`config.mk`:
```
export PLATFORM = sky130hd
export DESIGN_NAME = ao_peripheral_flat
export DESIGN_NICKNAME = d
export VERILOG_FILES = /design/src/design/mini_mcu_pkg.sv /design/src/design/obi_bus_if.sv /design/src/design/ao_peripheral.sv /design/src/flat_wrapper.sv
export SDC_FILE = /design/constraint.sdc
export NUM_CORES = 1
export LEC_CHECK = 0
export BUFFER_PORTS_ARGS = -buffer_cell sky130_fd_sc_hd__buf_2
export CAP_MARGIN = 0
export CORE_MARGIN = 2
export CORE_UTILIZATION = 52
export CTS_CLUSTER_DIAMETER = 30
export DETAILED_ROUTE_END_ITERATION = 8
export PLACE_DENSITY = 0.85
export SLEW_MARGIN = 30
export SYNTH_ARGS = -nofsm -noshare
export SYNTH_HDL_FRONTEND = slang
export SYNTH_SLANG_ARGS = --single-unit
```
`constraint.sdc`:
```
create_clock -name clk_i -period 2 [get_ports clk_i]
set_input_delay 0.4 -clock clk_i [delete_from_list [all_inputs] [get_ports clk_i]]
set_output_delay 0.4 -clock clk_i [all_outputs]
set_load 0.01 [all_outputs]
```
`src/design/mini_mcu_pkg.sv`:
```
// ##################################################################
// mini MCU shared definitions
// bus types, address map, register offsets and the address union
// ##################################################################
`default_nettype none

package mini_mcu_pkg;

  localparam int unsigned ADDR_W = 32;
  localparam int unsigned DATA_W = 32;

  typedef logic [ADDR_W-1:0] addr_t;
  typedef logic [DATA_W-1:0] data_t;
  typedef logic [DATA_W/8-1:0] be_t;

  // upper half of the address picks the slave
  localparam int unsigned REGION_W = 16;
  localparam logic [REGION_W-1:0] RAM_REGION = 16'h0000;
  localparam logic [REGION_W-1:0] AO_REGION = 16'h2000;

  localparam int unsigned NUM_BANKS = 2;
  localparam int unsigned BANK_WORDS = 256;
  localparam int unsigned BANK_W = $clog2(NUM_BANKS);
  localparam int unsigned WORD_W = $clog2(BANK_WORDS);
  localparam int unsigned REG_OFF_W = 6;

  typedef struct packed {
    logic [REGION_W-1:0] region;
    logic [ADDR_W-REGION_W-BANK_W-WORD_W-3:0] spare;
    logic [BANK_W-1:0] bank;
    logic [WORD_W-1:0] word;
    logic [1:0] byte_idx;
  } ram_addr_t;

  typedef struct packed {
    logic [REGION_W-1:0] region;
    logic [ADDR_W-REGION_W-REG_OFF_W-3:0] spare;
    logic [REG_OFF_W-1:0] reg_off;
    logic [1:0] byte_idx;
  } periph_addr_t;

  // same address word, seen by RAM or by the always-on block
  typedef union packed {
    ram_addr_t ram;
    periph_addr_t periph;
  } bus_addr_u;

  // always-on register word offsets
  localparam logic [REG_OFF_W-1:0] REG_EXIT_VALID = 6'd0;
  localparam logic [REG_OFF_W-1:0] REG_EXIT_VALUE = 6'd1;
  localparam logic [REG_OFF_W-1:0] REG_BOOT_SELECT = 6'd2;
  localparam logic [REG_OFF_W-1:0] REG_GPIO_OUT = 6'd4;
  localparam logic [REG_OFF_W-1:0] REG_GPIO_OE = 6'd5;
  localparam logic [REG_OFF_W-1:0] REG_GPIO_IN = 6'd6;
  localparam logic [REG_OFF_W-1:0] REG_GPIO_INTR_EN = 6'd7;
  localparam logic [REG_OFF_W-1:0] REG_GPIO_INTR_STATUS = 6'd8;

  localparam int unsigned FAST_INTR_BASE = 16;
  localparam data_t UNMAPPED_RDATA = 32'hbadcab1e;
  // fast range ends at bit 30, bit 31 stays 0
  localparam int unsigned MAX_GPIO = 15;

endpackage

`default_nettype wire

```
`src/design/obi_bus_if.sv`:
```
// ##################################################################
// OBI request and response bundle, one manager and one subordinate
// ##################################################################
`timescale 1ns/1ns
`default_nettype none

interface obi_bus_if;

  // request side
  logic req;
  logic gnt;
  logic [31:0] addr;
  logic we;
  logic [3:0] be;
  logic [31:0] wdata;

  // response side, one cycle after the grant
  logic rvalid;
  logic [31:0] rdata;

  modport manager(output req, addr, we, be, wdata, input gnt, rvalid, rdata);

  modport subordinate(input req, addr, we, be, wdata, output gnt, rvalid, rdata);

endinterface

`default_nettype wire

```
`src/design/ao_peripheral.sv`:
```
// ##################################################################
// always-on peripheral block, exit and boot registers, GPIO bank
// with rising-edge interrupts onto the fast interrupt range
// ##################################################################
`timescale 1ns/1ns
`default_nettype none

module ao_peripheral #(
  parameter int unsigned NUM_GPIO = 8
) (
  input  wire logic                clk_i,
  input  wire logic                arst_n_i,
  obi_bus_if.subordinate           bus,
  input  wire logic                boot_select_i,
  output logic                     exit_valid_o,
  output mini_mcu_pkg::data_t      exit_value_o,
  input  wire logic [NUM_GPIO-1:0] gpio_i,
  output logic [NUM_GPIO-1:0]      gpio_o,
  output logic [NUM_GPIO-1:0]      gpio_oe_o,
  output mini_mcu_pkg::data_t      intr_o
);

  import mini_mcu_pkg::*;

  if (NUM_GPIO < 1 || NUM_GPIO > MAX_GPIO) begin : g_bad_gpio_count
    $error("NUM_GPIO out of range");
  end

  bus_addr_u addr;
  logic wr_en;
  logic exit_valid_q;
  data_t exit_value_q;
  logic [NUM_GPIO-1:0] gpio_out_q;
  logic [NUM_GPIO-1:0] gpio_oe_q;
  logic [NUM_GPIO-1:0] intr_en_q;
  logic [NUM_GPIO-1:0] intr_status_q;
  logic [NUM_GPIO-1:0] gpio_meta_q;
  logic [NUM_GPIO-1:0] gpio_sync_q;
  logic [NUM_GPIO-1:0] gpio_prev_q;
  logic [NUM_GPIO-1:0] gpio_rise;
  logic [NUM_GPIO-1:0] status_clr;
  data_t rdata_d;
  data_t rdata_q;
  logic rvalid_q;

  assign addr = bus.addr;
  assign bus.gnt = bus.req;
  assign wr_en = bus.req & bus.we;

  assign gpio_rise = gpio_sync_q & ~gpio_prev_q;
  // write one to clear
  assign status_clr = (wr_en && addr.periph.reg_off == REG_GPIO_INTR_STATUS) ?
                      bus.wdata[NUM_GPIO-1:0] : '0;

  always_ff @(posedge clk_i or negedge arst_n_i) begin
    if (!arst_n_i) begin
      exit_valid_q <= 1'b0;
      exit_value_q <= '0;
      gpio_out_q <= '0;
      gpio_oe_q <= '0;
      intr_en_q <= '0;
      intr_status_q <= '0;
      gpio_meta_q <= '0;
      gpio_sync_q <= '0;
      gpio_prev_q <= '0;
      rvalid_q <= 1'b0;
    end else begin
      gpio_meta_q <= gpio_i;
      gpio_sync_q <= gpio_meta_q;
      gpio_prev_q <= gpio_sync_q;
      // a new edge wins over a clear in the same cycle
      intr_status_q <= (intr_status_q & ~status_clr) | gpio_rise;
      rvalid_q <= bus.req & bus.gnt;
      if (wr_en) begin
        case (addr.periph.reg_off)
          REG_EXIT_VALID: exit_valid_q <= bus.wdata[0];
          REG_EXIT_VALUE: exit_value_q <= bus.wdata;
          REG_GPIO_OUT: gpio_out_q <= bus.wdata[NUM_GPIO-1:0];
          REG_GPIO_OE: gpio_oe_q <= bus.wdata[NUM_GPIO-1:0];
          REG_GPIO_INTR_EN: intr_en_q <= bus.wdata[NUM_GPIO-1:0];
          default: ;
        endcase
      end
    end
  end

  always_comb begin
    rdata_d = '0;
    case (addr.periph.reg_off)
      REG_EXIT_VALID: rdata_d[0] = exit_valid_q;
      REG_EXIT_VALUE: rdata_d = exit_value_q;
      REG_BOOT_SELECT: rdata_d[0] = boot_select_i;
      REG_GPIO_OUT: rdata_d[NUM_GPIO-1:0] = gpio_out_q;
      REG_GPIO_OE: rdata_d[NUM_GPIO-1:0] = gpio_oe_q;
      REG_GPIO_IN: rdata_d[NUM_GPIO-1:0] = gpio_sync_q;
      REG_GPIO_INTR_EN: rdata_d[NUM_GPIO-1:0] = intr_en_q;
      REG_GPIO_INTR_STATUS: rdata_d[NUM_GPIO-1:0] = intr_status_q;
      default: ;
    endcase
  end

  always_ff @(posedge clk_i) begin
    if (bus.req && !bus.we) begin
      rdata_q <= rdata_d;
    end
  end

  assign bus.rvalid = rvalid_q;
  assign bus.rdata = rdata_q;

  assign exit_valid_o = exit_valid_q;
  assign exit_value_o = exit_value_q;
  assign gpio_o = gpio_out_q;
  assign gpio_oe_o = gpio_oe_q;

  // pin i lands on fast interrupt i
  always_comb begin
    intr_o = '0;
    intr_o[FAST_INTR_BASE +: NUM_GPIO] = intr_status_q & intr_en_q;
  end

endmodule

`default_nettype wire

```
`src/flat_wrapper.sv`:
```
// flat-port wrapper written by rule: the top's interface ports become plain ports
module ao_peripheral_flat import mini_mcu_pkg::*;
#(
  parameter int unsigned NUM_GPIO = 8
)
  (clk_i, arst_n_i, boot_select_i, exit_valid_o, exit_value_o, gpio_i, gpio_o, gpio_oe_o, intr_o, bus_req, bus_addr, bus_we, bus_be, bus_wdata, bus_gnt, bus_rvalid, bus_rdata);
  obi_bus_if bus_i ();
  input  wire logic clk_i;
  input  wire logic arst_n_i;
  input  wire logic boot_select_i;
  output logic exit_valid_o;
  output mini_mcu_pkg::data_t exit_value_o;
  input  wire logic [NUM_GPIO-1:0] gpio_i;
  output logic [NUM_GPIO-1:0] gpio_o;
  output logic [NUM_GPIO-1:0] gpio_oe_o;
  output mini_mcu_pkg::data_t intr_o;
  input wire logic [$bits(bus_i.req)-1:0] bus_req;
  input wire logic [$bits(bus_i.addr)-1:0] bus_addr;
  input wire logic [$bits(bus_i.we)-1:0] bus_we;
  input wire logic [$bits(bus_i.be)-1:0] bus_be;
  input wire logic [$bits(bus_i.wdata)-1:0] bus_wdata;
  output wire logic [$bits(bus_i.gnt)-1:0] bus_gnt;
  output wire logic [$bits(bus_i.rvalid)-1:0] bus_rvalid;
  output wire logic [$bits(bus_i.rdata)-1:0] bus_rdata;
  assign bus_i.req = bus_req;
  assign bus_i.addr = bus_addr;
  assign bus_i.we = bus_we;
  assign bus_i.be = bus_be;
  assign bus_i.wdata = bus_wdata;
  assign bus_gnt = bus_i.gnt;
  assign bus_rvalid = bus_i.rvalid;
  assign bus_rdata = bus_i.rdata;
  ao_peripheral #(.NUM_GPIO(NUM_GPIO)) u_core (.clk_i(clk_i), .arst_n_i(arst_n_i), .bus(bus_i), .boot_select_i(boot_select_i), .exit_valid_o(exit_valid_o), .exit_value_o(exit_value_o), .gpio_i(gpio_i), .gpio_o(gpio_o), .gpio_oe_o(gpio_oe_o), .intr_o(intr_o));
endmodule
```
==> flow_summary.toml <==
[floorplanning]
dieWidth_um = 102
core_area_sq_um = 9240
dieArea_sq_um = 10300
ios = 196
initial_core_util = 0.536
rows = 35
die_h_um = 102

[layout]
n_antenna_cell = 0
final_cell_mix = "buf_2 (140), dfrtp_1 (90), mux2_2 (56), edfxtp_1 (32), nand2_1 (27)"
fillCellCount = 657
final_common_cell = "buf_2"
seqCellArea_sq_um = 3210
multi_input_area_sq_um = 1540
drive_gt1_frac = 0.508
fin_nets = 592
area_growth_pct = 32.2

[critical_path]
worstSetupStartpointType = "flop"
cp.required_ns = 1.60
endpoint_kind = "output port"
worst-setup-path-type = "flop to output port"
rr_worst_depth = 4
cp.arrival_ns = 1.19
worstPathMaxFanout = 3

[timing]
finalCriticalPeriod_ns = 1.59
drv_slew = 0
rsz0062_at_grt = "false"
setup_violations = 0
setup-tns-final_ns = 0
hold_viol = 0
tightest_slew_ns = 0.541
clock_skew_ns = 0.00531
max_freq_mhz = 628
min_period_over_period = 0.796
slew_headroom = 0.638
whs_ns = 0.104

[routing]
finalWirelength_um = 11000
viasPerCell = 5.05
wl_per_cell_um = 16.9
drt_pass1_iterations = 4
drc = 0
drtIter0Drc = 158
vias = 3296
postRouteAntennaNets = 0

[worst_hold_path]
hold_class = "primary input to flop"
min_path_cells = 1

[global_routing]
track_usage = 0.220
grt_pass1_vias = 3331
grt_pass1_wl_um = 16900
grt_start_max_net_pins = 36
antenna_found_initial = 0
overflow = 0

[synth]
syn-cell-area_sq_um = 4960
synth.distinct_cells = 28
yosysSeqAreaShare = 0.648
ys_ff_latch = 122
ys_warn_count = 0
syn_inst = 333
synth.avg_cell_area_sq_um = 14.9
synthArstFlopShare = 0.738
synth_edf_count = 32
synth-main-ff-cell = "dfrtp_1"

[power]
vdd.ir_drop.worst_uv = 499
swShare = 0.229
seqPwrFrac = 0.448
internal_power_uw = 4800
power.leakage_uw = 0.00340
switchingPower_uw = 1430
clock_power_share = 0.465
p_comb_frac = 0.087
p_per_area_nw_per_um2 = 952

[place]
port-buffer-count = 141
dpl.hpwl_um = 7690
place_congestion = 0.890

[clock_network]
cts_tree = "yes"
clock_sinks = 122
cts_max_level = 4
ctsResizeCount = 0
worstSkewPairLatency_ns = 0.50
cts_setup_buffers = 0
cts_buffers = 17
hold_buffers = 9
cts.clk_slew.worst_paths_ns = 0.06
cts_buffer_depth = 2
clockRootBuffer = "clkbuf_8"

[run_status]
status = "finished, final reports clean"

[run]
cap_violations = 0
-- registers in the layout (all words and copies together) (netlist names) --
name                  count
u_core.gpio_o             8
u_core.exit_value_o      32
u_core.gpio_sync_q        8
u_core.gpio_meta_q        8
u_core.bus.rvalid         1
u_core.gpio_oe_o          8
u_core.exit_valid_o       1
u_core.bus.rdata         32
u_core.intr_status_q      8
u_core.intr_en_q          8
u_core.gpio_prev_q        8
-- cell type report --
class,instances,area share
clock buffer,24,0.0815
multi-input combinational,187,0.235
tap,129,0.0246
timing repair buffer,175,0.156
sequential,122,0.490
inverter,8,0.00458
clock inverter,8,0.00802
-- layer usage --
metal	GRT usage	wire, um	vias to the layer above
met3	0.0773	866	14
li1	-	-	1499
met4	0.0842	131	0
met5	0	0	-
met1	0.257	4430	1627
met2	0.374	5610	156
-- cell usage after synthesis, types with 3 or more instances --
cell | n | share of area
clkbuf_1 | 8 | 0.0061
edfxtp_1 | 32 | 0.19
and2_1 | 10 | 0.013
and3_1 | 26 | 0.033
inv_1 | 8 | 0.0061
nor2b_1 | 4 | 0.0050
mux4_2 | 6 | 0.027
dfrtp_1 | 90 | 0.45
mux2_2 | 56 | 0.13
buf_4 | 27 | 0.041
mux2_1 | 3 | 0.0068
a22o_1 | 12 | 0.021
nand2_1 | 27 | 0.020
a22oi_1 | 8 | 0.012
buf_6 | 3 | 0.0068
-- path summary, 6_finish.rpt --
check	startpoint	end	slack (ns)
max reg2reg	u_core.intr_en_q[1]	u_core.bus.rdata[1]	0.63
min reg2reg	u_core.gpio_meta_q[2]	u_core.gpio_sync_q[2]	0.35
min in group asynchronous	arst_n_i	u_core.gpio_sync_q[4]	0.36
min	bus_req	u_core.bus.rvalid	0.10
max	u_core.intr_en_q[0]	intr_o[16]	0.41
max in group asynchronous	arst_n_i	u_core.exit_value_o[29]	1.08
-- critical path: stages, from the launching register on --
cell and delay, ns:
dfrtp_1 0.40, and2_1 0.17, buf_2 0.13
-- through the flow --
stage	worst slack, ns	instance area (sq um)	util	std cells	total power (uW)
2_1_floorplan	0.0795	5050	-	356	3100
3_3_place_gp	0.0427	5880	0.636	612	3350
3_5_place_dp	0.0168	5880	0.636	612	3370
4_1_cts	0.378	6550	0.709	653	6300
5_1_grt	0.348	6550	0.709	653	6460
6_report	0.407	6550	0.709	653	6240
-- logic make-up (layout without fill, tap and decap cells) --
| kind of cell | count (synthesis) | count (layout) | share of synthesized area |
|---|---|---|---|
| other | 1 | 24 | 0.000756 |
| flip-flops | 122 | 122 | 0.648 |
| buffers and inverters | 47 | 215 | 0.0608 |
| AND/OR/NAND/NOR | 76 | 76 | 0.0926 |
| multiplexers | 66 | 66 | 0.163 |
| AO/OA/AOI/OAI | 21 | 21 | 0.0343 |
-- power groups by stage --
stage | registers [uW] | logic [uW] | clock network (uW)
finish | 2790 | 545 | 2900
global route | 2810 | 598 | 3060
CTS | 2790 | 552 | 2960
detailed placement | 2840 | 536 | 0
global placement | 2830 | 522 | 0
floorplan | 2870 | 237 | 0
No activity file was read; power rests on OpenSTA's default activity.
