File: config.mk
export PLATFORM = sky130hd
export DESIGN_NAME = system_bus_flat
export DESIGN_NICKNAME = d
export VERILOG_FILES = /design/src/design/mini_mcu_pkg.sv /design/src/design/obi_bus_if.sv /design/src/design/system_bus.sv /design/src/flat_wrapper.sv
export SDC_FILE = /design/constraint.sdc
export NUM_CORES = 1
export LEC_CHECK = 0
export ABC_AREA = 1
export BUFFER_PORTS_ARGS = -buffer_cell sky130_fd_sc_hd__clkbuf_2
export CORE_AREA = 2 2 121 123
export DETAILED_ROUTE_END_ITERATION = 10
export DIE_AREA = 0 0 123 125
export GPL_TIMING_DRIVEN = 0
export HOLD_SLACK_MARGIN = 0.15
export SYNTH_ARGS = -nofsm -noshare
export SYNTH_HDL_FRONTEND = slang
export SYNTH_SLANG_ARGS = --single-unit
File: constraint.sdc
create_clock -name clk_i -period 0.9 [get_ports clk_i]
set_clock_uncertainty 0.1 [all_clocks]
set_input_delay 0 -clock clk_i [delete_from_list [all_inputs] [get_ports clk_i]]
set_output_delay 0 -clock clk_i [all_outputs]
set_load 0.03 [all_outputs]
File: src/design/mini_mcu_pkg.sv
// ##################################################################
// mini MCU shared definitions
// bus types, address map, register offsets and the address union
// ##################################################################
`default_nettype none

package mini_mcu_pkg;

  localparam int unsigned ADDR_W = 32;
  localparam int unsigned DATA_W = 32;

  typedef logic [ADDR_W-1:0] addr_t;
  typedef logic [DATA_W-1:0] data_t;
  typedef logic [DATA_W/8-1:0] be_t;

  // upper half of the address picks the slave
  localparam int unsigned REGION_W = 16;
  localparam logic [REGION_W-1:0] RAM_REGION = 16'h0000;
  localparam logic [REGION_W-1:0] AO_REGION = 16'h2000;

  localparam int unsigned NUM_BANKS = 2;
  localparam int unsigned BANK_WORDS = 256;
  localparam int unsigned BANK_W = $clog2(NUM_BANKS);
  localparam int unsigned WORD_W = $clog2(BANK_WORDS);
  localparam int unsigned REG_OFF_W = 6;

  typedef struct packed {
    logic [REGION_W-1:0] region;
    logic [ADDR_W-REGION_W-BANK_W-WORD_W-3:0] spare;
    logic [BANK_W-1:0] bank;
    logic [WORD_W-1:0] word;
    logic [1:0] byte_idx;
  } ram_addr_t;

  typedef struct packed {
    logic [REGION_W-1:0] region;
    logic [ADDR_W-REGION_W-REG_OFF_W-3:0] spare;
    logic [REG_OFF_W-1:0] reg_off;
    logic [1:0] byte_idx;
  } periph_addr_t;

  // same address word, seen by RAM or by the always-on block
  typedef union packed {
    ram_addr_t ram;
    periph_addr_t periph;
  } bus_addr_u;

  // always-on register word offsets
  localparam logic [REG_OFF_W-1:0] REG_EXIT_VALID = 6'd0;
  localparam logic [REG_OFF_W-1:0] REG_EXIT_VALUE = 6'd1;
  localparam logic [REG_OFF_W-1:0] REG_BOOT_SELECT = 6'd2;
  localparam logic [REG_OFF_W-1:0] REG_GPIO_OUT = 6'd4;
  localparam logic [REG_OFF_W-1:0] REG_GPIO_OE = 6'd5;
  localparam logic [REG_OFF_W-1:0] REG_GPIO_IN = 6'd6;
  localparam logic [REG_OFF_W-1:0] REG_GPIO_INTR_EN = 6'd7;
  localparam logic [REG_OFF_W-1:0] REG_GPIO_INTR_STATUS = 6'd8;

  localparam int unsigned FAST_INTR_BASE = 16;
  localparam data_t UNMAPPED_RDATA = 32'hbadcab1e;
  // fast range ends at bit 30, bit 31 stays 0
  localparam int unsigned MAX_GPIO = 15;

endpackage

`default_nettype wire

File: src/design/obi_bus_if.sv
// ##################################################################
// OBI request and response bundle, one manager and one subordinate
// ##################################################################
`timescale 1ns/1ns
`default_nettype none

interface obi_bus_if;

  // request side
  logic req;
  logic gnt;
  logic [31:0] addr;
  logic we;
  logic [3:0] be;
  logic [31:0] wdata;

  // response side, one cycle after the grant
  logic rvalid;
  logic [31:0] rdata;

  modport manager(output req, addr, we, be, wdata, input gnt, rvalid, rdata);

  modport subordinate(input req, addr, we, be, wdata, output gnt, rvalid, rdata);

endinterface

`default_nettype wire

File: src/design/system_bus.sv
// ##################################################################
// system bus, routes host requests to RAM or the always-on block
// and answers unmapped space itself
// ##################################################################
`timescale 1ns/1ns
`default_nettype none

module system_bus (
  input  wire logic        clk_i,
  input  wire logic        arst_n_i,
  obi_bus_if.subordinate   host_bus,
  obi_bus_if.manager       ram_bus,
  obi_bus_if.manager       ao_bus
);

  import mini_mcu_pkg::*;

  bus_addr_u host_addr;
  logic sel_ram;
  logic sel_ao;
  logic accepted;

  // target of the request in flight
  logic rsp_ram_q;
  logic rsp_ao_q;
  logic rsp_unmapped_q;

  assign host_addr = host_bus.addr;
  assign sel_ram = (host_addr.ram.region == RAM_REGION);
  assign sel_ao = (host_addr.periph.region == AO_REGION);

  // req only to the matching slave, payload to both
  assign ram_bus.req = host_bus.req & sel_ram;
  assign ram_bus.addr = host_bus.addr;
  assign ram_bus.we = host_bus.we;
  assign ram_bus.be = host_bus.be;
  assign ram_bus.wdata = host_bus.wdata;

  assign ao_bus.req = host_bus.req & sel_ao;
  assign ao_bus.addr = host_bus.addr;
  assign ao_bus.we = host_bus.we;
  assign ao_bus.be = host_bus.be;
  assign ao_bus.wdata = host_bus.wdata;

  // unmapped space grants at once
  assign host_bus.gnt = sel_ram ? ram_bus.gnt : (sel_ao ? ao_bus.gnt : host_bus.req);
  assign accepted = host_bus.req & host_bus.gnt;

  always_ff @(posedge clk_i or negedge arst_n_i) begin
    if (!arst_n_i) begin
      rsp_ram_q <= 1'b0;
      rsp_ao_q <= 1'b0;
      rsp_unmapped_q <= 1'b0;
    end else begin
      rsp_ram_q <= accepted & sel_ram;
      rsp_ao_q <= accepted & sel_ao;
      rsp_unmapped_q <= accepted & ~sel_ram & ~sel_ao;
    end
  end

  assign host_bus.rvalid = (rsp_ram_q & ram_bus.rvalid) |
                           (rsp_ao_q & ao_bus.rvalid) |
                           rsp_unmapped_q;

  always_comb begin
    if (rsp_ram_q) begin
      host_bus.rdata = ram_bus.rdata;
    end else if (rsp_ao_q) begin
      host_bus.rdata = ao_bus.rdata;
    end else begin
      host_bus.rdata = UNMAPPED_RDATA;
    end
  end

endmodule

`default_nettype wire

File: src/flat_wrapper.sv
// flat-port wrapper written by rule: the top's interface ports become plain ports
module system_bus_flat import mini_mcu_pkg::*;
  (clk_i, arst_n_i, host_bus_req, host_bus_addr, host_bus_we, host_bus_be, host_bus_wdata, host_bus_gnt, host_bus_rvalid, host_bus_rdata, ram_bus_req, ram_bus_addr, ram_bus_we, ram_bus_be, ram_bus_wdata, ram_bus_gnt, ram_bus_rvalid, ram_bus_rdata, ao_bus_req, ao_bus_addr, ao_bus_we, ao_bus_be, ao_bus_wdata, ao_bus_gnt, ao_bus_rvalid, ao_bus_rdata);
  obi_bus_if host_bus_i ();
  obi_bus_if ram_bus_i ();
  obi_bus_if ao_bus_i ();
  input  wire logic clk_i;
  input  wire logic arst_n_i;
  input wire logic [$bits(host_bus_i.req)-1:0] host_bus_req;
  input wire logic [$bits(host_bus_i.addr)-1:0] host_bus_addr;
  input wire logic [$bits(host_bus_i.we)-1:0] host_bus_we;
  input wire logic [$bits(host_bus_i.be)-1:0] host_bus_be;
  input wire logic [$bits(host_bus_i.wdata)-1:0] host_bus_wdata;
  output wire logic [$bits(host_bus_i.gnt)-1:0] host_bus_gnt;
  output wire logic [$bits(host_bus_i.rvalid)-1:0] host_bus_rvalid;
  output wire logic [$bits(host_bus_i.rdata)-1:0] host_bus_rdata;
  output wire logic [$bits(ram_bus_i.req)-1:0] ram_bus_req;
  output wire logic [$bits(ram_bus_i.addr)-1:0] ram_bus_addr;
  output wire logic [$bits(ram_bus_i.we)-1:0] ram_bus_we;
  output wire logic [$bits(ram_bus_i.be)-1:0] ram_bus_be;
  output wire logic [$bits(ram_bus_i.wdata)-1:0] ram_bus_wdata;
  input wire logic [$bits(ram_bus_i.gnt)-1:0] ram_bus_gnt;
  input wire logic [$bits(ram_bus_i.rvalid)-1:0] ram_bus_rvalid;
  input wire logic [$bits(ram_bus_i.rdata)-1:0] ram_bus_rdata;
  output wire logic [$bits(ao_bus_i.req)-1:0] ao_bus_req;
  output wire logic [$bits(ao_bus_i.addr)-1:0] ao_bus_addr;
  output wire logic [$bits(ao_bus_i.we)-1:0] ao_bus_we;
  output wire logic [$bits(ao_bus_i.be)-1:0] ao_bus_be;
  output wire logic [$bits(ao_bus_i.wdata)-1:0] ao_bus_wdata;
  input wire logic [$bits(ao_bus_i.gnt)-1:0] ao_bus_gnt;
  input wire logic [$bits(ao_bus_i.rvalid)-1:0] ao_bus_rvalid;
  input wire logic [$bits(ao_bus_i.rdata)-1:0] ao_bus_rdata;
  assign host_bus_i.req = host_bus_req;
  assign host_bus_i.addr = host_bus_addr;
  assign host_bus_i.we = host_bus_we;
  assign host_bus_i.be = host_bus_be;
  assign host_bus_i.wdata = host_bus_wdata;
  assign host_bus_gnt = host_bus_i.gnt;
  assign host_bus_rvalid = host_bus_i.rvalid;
  assign host_bus_rdata = host_bus_i.rdata;
  assign ram_bus_req = ram_bus_i.req;
  assign ram_bus_addr = ram_bus_i.addr;
  assign ram_bus_we = ram_bus_i.we;
  assign ram_bus_be = ram_bus_i.be;
  assign ram_bus_wdata = ram_bus_i.wdata;
  assign ram_bus_i.gnt = ram_bus_gnt;
  assign ram_bus_i.rvalid = ram_bus_rvalid;
  assign ram_bus_i.rdata = ram_bus_rdata;
  assign ao_bus_req = ao_bus_i.req;
  assign ao_bus_addr = ao_bus_i.addr;
  assign ao_bus_we = ao_bus_i.we;
  assign ao_bus_be = ao_bus_i.be;
  assign ao_bus_wdata = ao_bus_i.wdata;
  assign ao_bus_i.gnt = ao_bus_gnt;
  assign ao_bus_i.rvalid = ao_bus_rvalid;
  assign ao_bus_i.rdata = ao_bus_rdata;
  system_bus u_core (.clk_i(clk_i), .arst_n_i(arst_n_i), .host_bus(host_bus_i), .ram_bus(ram_bus_i), .ao_bus(ao_bus_i));
endmodule
==> reports/metrics.yaml, run 1 <==
worstSetupPathType: "reg2out"
dp_cells: 659
hpwl_um: 6490
critPathSlowestCell: "dfrtp_2"
remaining_drc_errors: 0
firstDrtPassIters: 4
path_depth: 4
synth_area_mm2: 0.00162
grt_overflow: 0
fin_ws_ns: -0.612
core-area_mm2: 0.0142
grt_first_pass_wirelength_um: 10400
finalSetupTns_ns: -19.61
cts_sinks: 3
ys_top_cells_by_area: "buf_4 (64%), o22a_1 (10%), a22o_1 (7.0%), dfrtp_1 (4.6%), buf_6 (2.8%)"
tightest_slew_ns: 0.205
final_cell_mix: "clkbuf_2 (213), buf_4 (156), buf_8 (31), o22a_4 (12), buf_6 (12)"
leakage_uw: 0.00239
setup_viol: 36
crit_top_cell: "buf_4"
postSynthCellCount: 215
rows: 44
critPathMaxFanout: 10
portBuffers: 260
synth_cell_types: 18
detail-route-antenna-nets: 0
clk_path_buf_depth: 2
final_max_slew_viol_count: 0
maxSlewHeadroom: 0.863
endpoint_kind: "output pin"
required_ns: 0.80
rsz0062_at_grt: "yes"
track_usage: 0.0862
chipWidth_um: 123
yosysSeqAreaShare: 0.0463
routed_wl_um: 7950
worst-path-buf-inv: 3
avgSynthCellArea_um2: 7.54
layout_commonest_cell: "clkbuf_2"
die_h_um: 125
io-pin-count: 314
hold_viol: 0
syn_nets: 355
ir_drop_v: 0.000749
first_global_vias: 2035
fmax_mhz: 661
diodes: 0
synth_top_area_frac: 0.639
cts_tree: "built"
path_cells: "buf_4 -> buf_4 -> a22o_4 -> buf_8"
areaGrowthSynthToFinish_pct: 162
dieArea_mm2: 0.0154
cap_violations: 0
yosys_warnings: 0
initial_core_util: 0.114
power_density_mw_per_mm2: 632
fin_crit_ns: 1.51
finalCritPeriodShare: 1.68
ctsRootBufferMaster: "clkbuf_16"
finalNonFillerCells: 686
drt_iter0_markers: 22
antenna_found_initial: 0
worstPathArrival_ns: 1.41
cts_buffers: 3
place.gp.congestion: 0.750
netlist.top_cell.by_area: "buf_4"
clkTransAtPathRegs_ns: 0.03
hold_path_class: "in2async"
routedWlPerCell_um: 11.6
violations: "negative setup slack"
vias: 2291
avgViaCountPerCell: 3.34
ys_ff_latch: 3
status: "complete, but fails checks"
htree_levels: 1
worst_setup_path_start_kind: "flip-flop"
final_nets: 643
worst_path_largest_cell_delay_ns: 0.43
crit_family: "buffers and inverters"
grt_max_degree: 11
drive_above_1_share: 0.976
state kept, by name, indices dropped and copies added, names as in the netlist:
signal / flops
u_core.rsp_ao_q: 1
u_core.rsp_ram_q: 1
u_core.rsp_unmapped_q: 1
cells in the mapped netlist:
master / n
o22a_1: 19
a22o_1: 13
buf_6: 4
inv_1: 5
buf_4: 138
nand3_1: 4
buf_8: 1
buf_2: 1
a21oi_1: 1
nor2_2: 1
nor2_1: 12
nand2_2: 1
inv_2: 2
a221o_2: 1
dfrtp_1: 3
nand4_1: 1
nand2_1: 7
nor3b_2: 1
per-layer routing:
metal / part of all wire / wire length (um) / vias up / GRT usage
met5: 0 / 0 / - / 0
met4: 0.0045 / 36 / 0 / 0.0140
met3: 0.067 / 533 / 4 / 0.0109
met2: 0.59 / 4680 / 110 / 0.173
met1: 0.34 / 2700 / 1031 / 0.0949
li1: - / - / 1146 / -
stage by stage:
stage	setup WS [ns]	instance area (um^2)	util	total power [uW]	hold slack (ns)
2_1_floorplan	-0.233	1750	-	1330	-0.396
3_3_place_gp	-0.592	3290	0.231	1840	-0.303
3_5_place_dp	-0.597	3290	0.231	1850	-0.299
4_1_cts	-0.632	3920	0.276	2620	-0.0473
5_1_grt	-0.638	4250	0.299	2800	0.0605
6_report	-0.612	4250	0.299	2690	0.0456
cell type report:
| type | instances | area [um^2] |
|---|---|---|
| plain buffers | 143 | 1110 |
| clock buffers | 4 | 78.8 |
| fillers | 1520 | 9950 |
| inverters | 7 | 33.8 |
| multi-input cells | 61 | 768 |
| flip-flops and latches | 3 | 76.3 |
| well taps | 184 | 230 |
| repair buffers | 284 | 1950 |
report_power, final:
group,total (uW),internal [uW],switching (uW)
registers,139,138,0.611
clock network,711,585,126
logic,1840,811,1030
cell families after synthesis:
kind of cell	count (synthesis)	share of synthesized area
compound gates	34	0.183
flops	3	0.0463
simple gates	27	0.0756
buf+inv	151	0.695
timing repair:
item	4_1_cts	5_1_grt
endpoints found under the hold margin	6	6
setup endpoints to repair	36	37
pin swaps	11	22
setup buffers	10	9
cloned	3	0
resized for setup	104	88
hold buffers	2	1
worst max-delay path by stage:
stage / start / slack (ns) / endpoint
3_3_place_gp: u_core.rsp_ram_q / -0.59 / host_bus_rdata[18]
3_5_place_dp: u_core.rsp_ram_q / -0.60 / host_bus_rdata[23]
5_1_grt: u_core.rsp_ao_q / -0.64 / host_bus_rdata[26]
6_report: u_core.rsp_ram_q / -0.61 / host_bus_rdata[26]
4_1_cts: u_core.rsp_ram_q / -0.63 / host_bus_rdata[8]
2_1_floorplan: u_core.rsp_ram_q / -0.23 / host_bus_rdata[15]
(Power assumes the default switching activity.)
==> run 2: changes to the inputs <==
- CELL_PAD_IN_SITES_DETAIL_PLACEMENT: default -> 1
- CELL_PAD_IN_SITES_GLOBAL_PLACEMENT: default -> 1
- CORE_AREA: 2 2 121 123 -> 2 2 122 124
- DIE_AREA: 0 0 123 125 -> 0 0 124 126
- PLACE_DENSITY_LB_ADDON: default -> 0.1
==> run 2 against run 1 <==
  * Cell area down 1.7%
  * First-iteration DRC count down 45%
  * Die area up 1.6%
  * Critical endpoint is now host_bus_rdata[27]
  * The flow still finishes with violations (negative setup slack)
  * Highest routed layer unchanged
  * Critical path type unchanged
  * Clock power down 1%
  * Utilization down 0.73 points
  * Via count up 4.8%
==> reports/metrics.yaml, run 2 (synthesis results as in run 1) <==
ctsRootBufferMaster: "clkbuf_16"  # unchanged
worst-path-buf-inv: 4  # was 3
finalNonFillerCells: 681  # was 686
cp-endpoint: "host_bus_rdata[27]"  # was host_bus_rdata[26]
chipWidth_um: 124  # was 123 um
critPathMaxFanout: 6  # was 10
final_nets: 638  # was 643
worst_setup_path_start_kind: "flip-flop"  # unchanged
worstPathArrival_ns: 1.39  # was 1.41 ns
place.gp.congestion: 0.668  # was 0.750
cts_sinks: 3  # unchanged
routed_wl_um: 8870  # was 7950 um
fill_cells: 1743  # was 1520
die_h_um: 126  # was 125 um
core-area_mm2: 0.0143  # was 0.0142 mm^2
crit_top_cell: "buf_8"  # was buf_4
grt_first_pass_wirelength_um: 12200  # was 10400 um
track_usage: 0.0983  # was 0.0862
crit_family: "buffers and inverters"  # unchanged
drive_above_1_share: 0.982  # was 0.976
required_ns: 0.80  # about the same
crit_start: "u_core.rsp_ram_q"  # unchanged
detail-route-antenna-nets: 0  # unchanged
avgViaCountPerCell: 3.53  # was 3.34
drt_iter0_markers: 12  # was 22
clk_path_buf_depth: 2  # unchanged
worstSetupPathType: "reg2out"  # unchanged
setup_viol: 36  # unchanged
violations: "negative setup slack"  # unchanged
power.total_uw: 2670  # was 2690 uW
io-pin-count: 314  # unchanged
status: "complete, but fails checks"  # unchanged
grt_overflow: 0  # unchanged
vias: 2402  # was 2291
routedWlPerCell_um: 13.0  # was 11.6 um
diodes: 0  # unchanged
areaGrowthSynthToFinish_pct: 158  # was 162%
grt_max_degree: 11  # unchanged
initial_core_util: 0.113  # was 0.114
hold_viol: 0  # unchanged
rsz0062_at_grt: "yes"  # unchanged
cts_buffers: 3  # unchanged
leakage_uw: 0.00234  # was 0.00239 uW
reg_top3: "u_core.rsp_ao_q: 1 flops, u_core.rsp_ram_q: 1 flops, u_core.rsp_unmapped_q: 1 flops"  # unchanged
fmax_mhz: 671  # was 661 MHz
ir_drop_v: 0.000486  # was 0.000749 V
cap_violations: 0  # unchanged
finalCritPeriodShare: 1.65  # was 1.68
portBuffers: 260  # unchanged
tightest_slew_ns: 0.211  # was 0.205 ns
antenna_found_initial: 0  # unchanged
final_cell_mix: "clkbuf_2 (215), buf_4 (146), buf_8 (31), o22a_4 (15)"  # was clkbuf_2 (213), buf_4 (156), buf_8 (31), o22a_4 (12), buf_6 (12)
layout_commonest_cell: "clkbuf_2"  # unchanged
fin_util: 0.292  # was 0.299
final_max_slew_viol_count: 0  # unchanged
hold_path_class: "in2async"  # unchanged
fin_crit_ns: 1.49  # was 1.51 ns
htree_levels: 1  # unchanged
path_cells: "inv_2 -> nand2_4 -> buf_8 -> buf_12 -> o22a_4 -> buf_8"  # was buf_4 -> buf_4 -> a22o_4 -> buf_8
maxSlewHeadroom: 0.859  # was 0.863
remaining_drc_errors: 0  # unchanged
hpwl_um: 7640  # was 6490 um
path_depth: 6  # was 4
rows: 44  # unchanged
cts_tree: "built"  # unchanged
fin_hold_ws_ns: 0.0360  # was 0.0456 ns
worst_path_largest_cell_delay_ns: 0.41  # was 0.43 ns
dieArea_mm2: 0.0156  # was 0.0154 mm^2
firstDrtPassIters: 2  # was 4
power_density_mw_per_mm2: 639  # was 632 mW/mm^2
first_global_vias: 2461  # was 2035
endpoint_kind: "output pin"  # unchanged
critPathSlowestCell: "dfrtp_2"  # unchanged
dp_cells: 659  # unchanged
fin_ws_ns: -0.589  # was -0.612 ns
clkTransAtPathRegs_ns: 0.03  # about the same
[run 2: changes by cell type in the layout (fill, tap and decap cells not counted), moves of 4 or more]
cell / change
buf_6: -4
clkbuf_4: +7
buf_4: -10
a22o_4: -6
a22o_2: +6
[run 2: how the worst min path moves through the flow]
stage	slack [ns]	startpoint	cells after the start	endpoint
detailed placement	-0.30	arst_n_i	1	u_core.rsp_unmapped_q
global placement	-0.30	arst_n_i	1	u_core.rsp_unmapped_q
floorplan	-0.40	arst_n_i	0	u_core.rsp_ao_q
global route	0.06	arst_n_i	2	u_core.rsp_unmapped_q
CTS	-0.02	host_bus_req	3	u_core.rsp_ao_q
finish	0.04	arst_n_i	2	u_core.rsp_unmapped_q
[run 2: stage by stage]
stage                     instance area, um^2  TNS [ns]  worst slack, ns
final                                    4180    -18.42           -0.589
after global routing                     4180    -20.30           -0.638
after CTS                                4050    -19.37           -0.624
after detailed placement                 3290    -15.87           -0.564
after global placement                   3290    -15.53           -0.559
after floorplan                          1750     -5.29           -0.233
[run 2: final cells by class]
cell class                 instances  area (um^2)  share of cell area
timing repair buffer             279         1910               0.457
buffer                           143         1120               0.267
multi-input combinational         61          742               0.178
tap                              184          230              0.0551
clock buffer                       4         78.8              0.0189
sequential                         3         76.3              0.0183
inverter                           7         26.3             0.00629
[run 2: repair_timing]
item / in CTS / in global routing
hold endpoints to repair: 6 / 6
gates cloned: 3 / 0
hold buffers: 2 / 1
setup endpoints to repair: 36 / 39
setup buffers: 15 / 1
pin swaps: 19 / 13
gates resized for setup: 120 / 52
[run 2: power breakdown]
group          switching (uW)  leakage, uW  internal (uW)
Clock                     119    0.0000382            584
Sequential              0.848    0.0000379            138
Combinational            1020      0.00226            804
[run 2: routing by layer]
metal | GRT usage | share of wire | vias to the layer above
met4 | 0.0152 | 0.0074 | 0
met2 | 0.218 | 0.62 | 137
met5 | 0 | 0 | -
li1 | - | - | 1138
met3 | 0.0222 | 0.094 | 8
met1 | 0.0859 | 0.28 | 1119
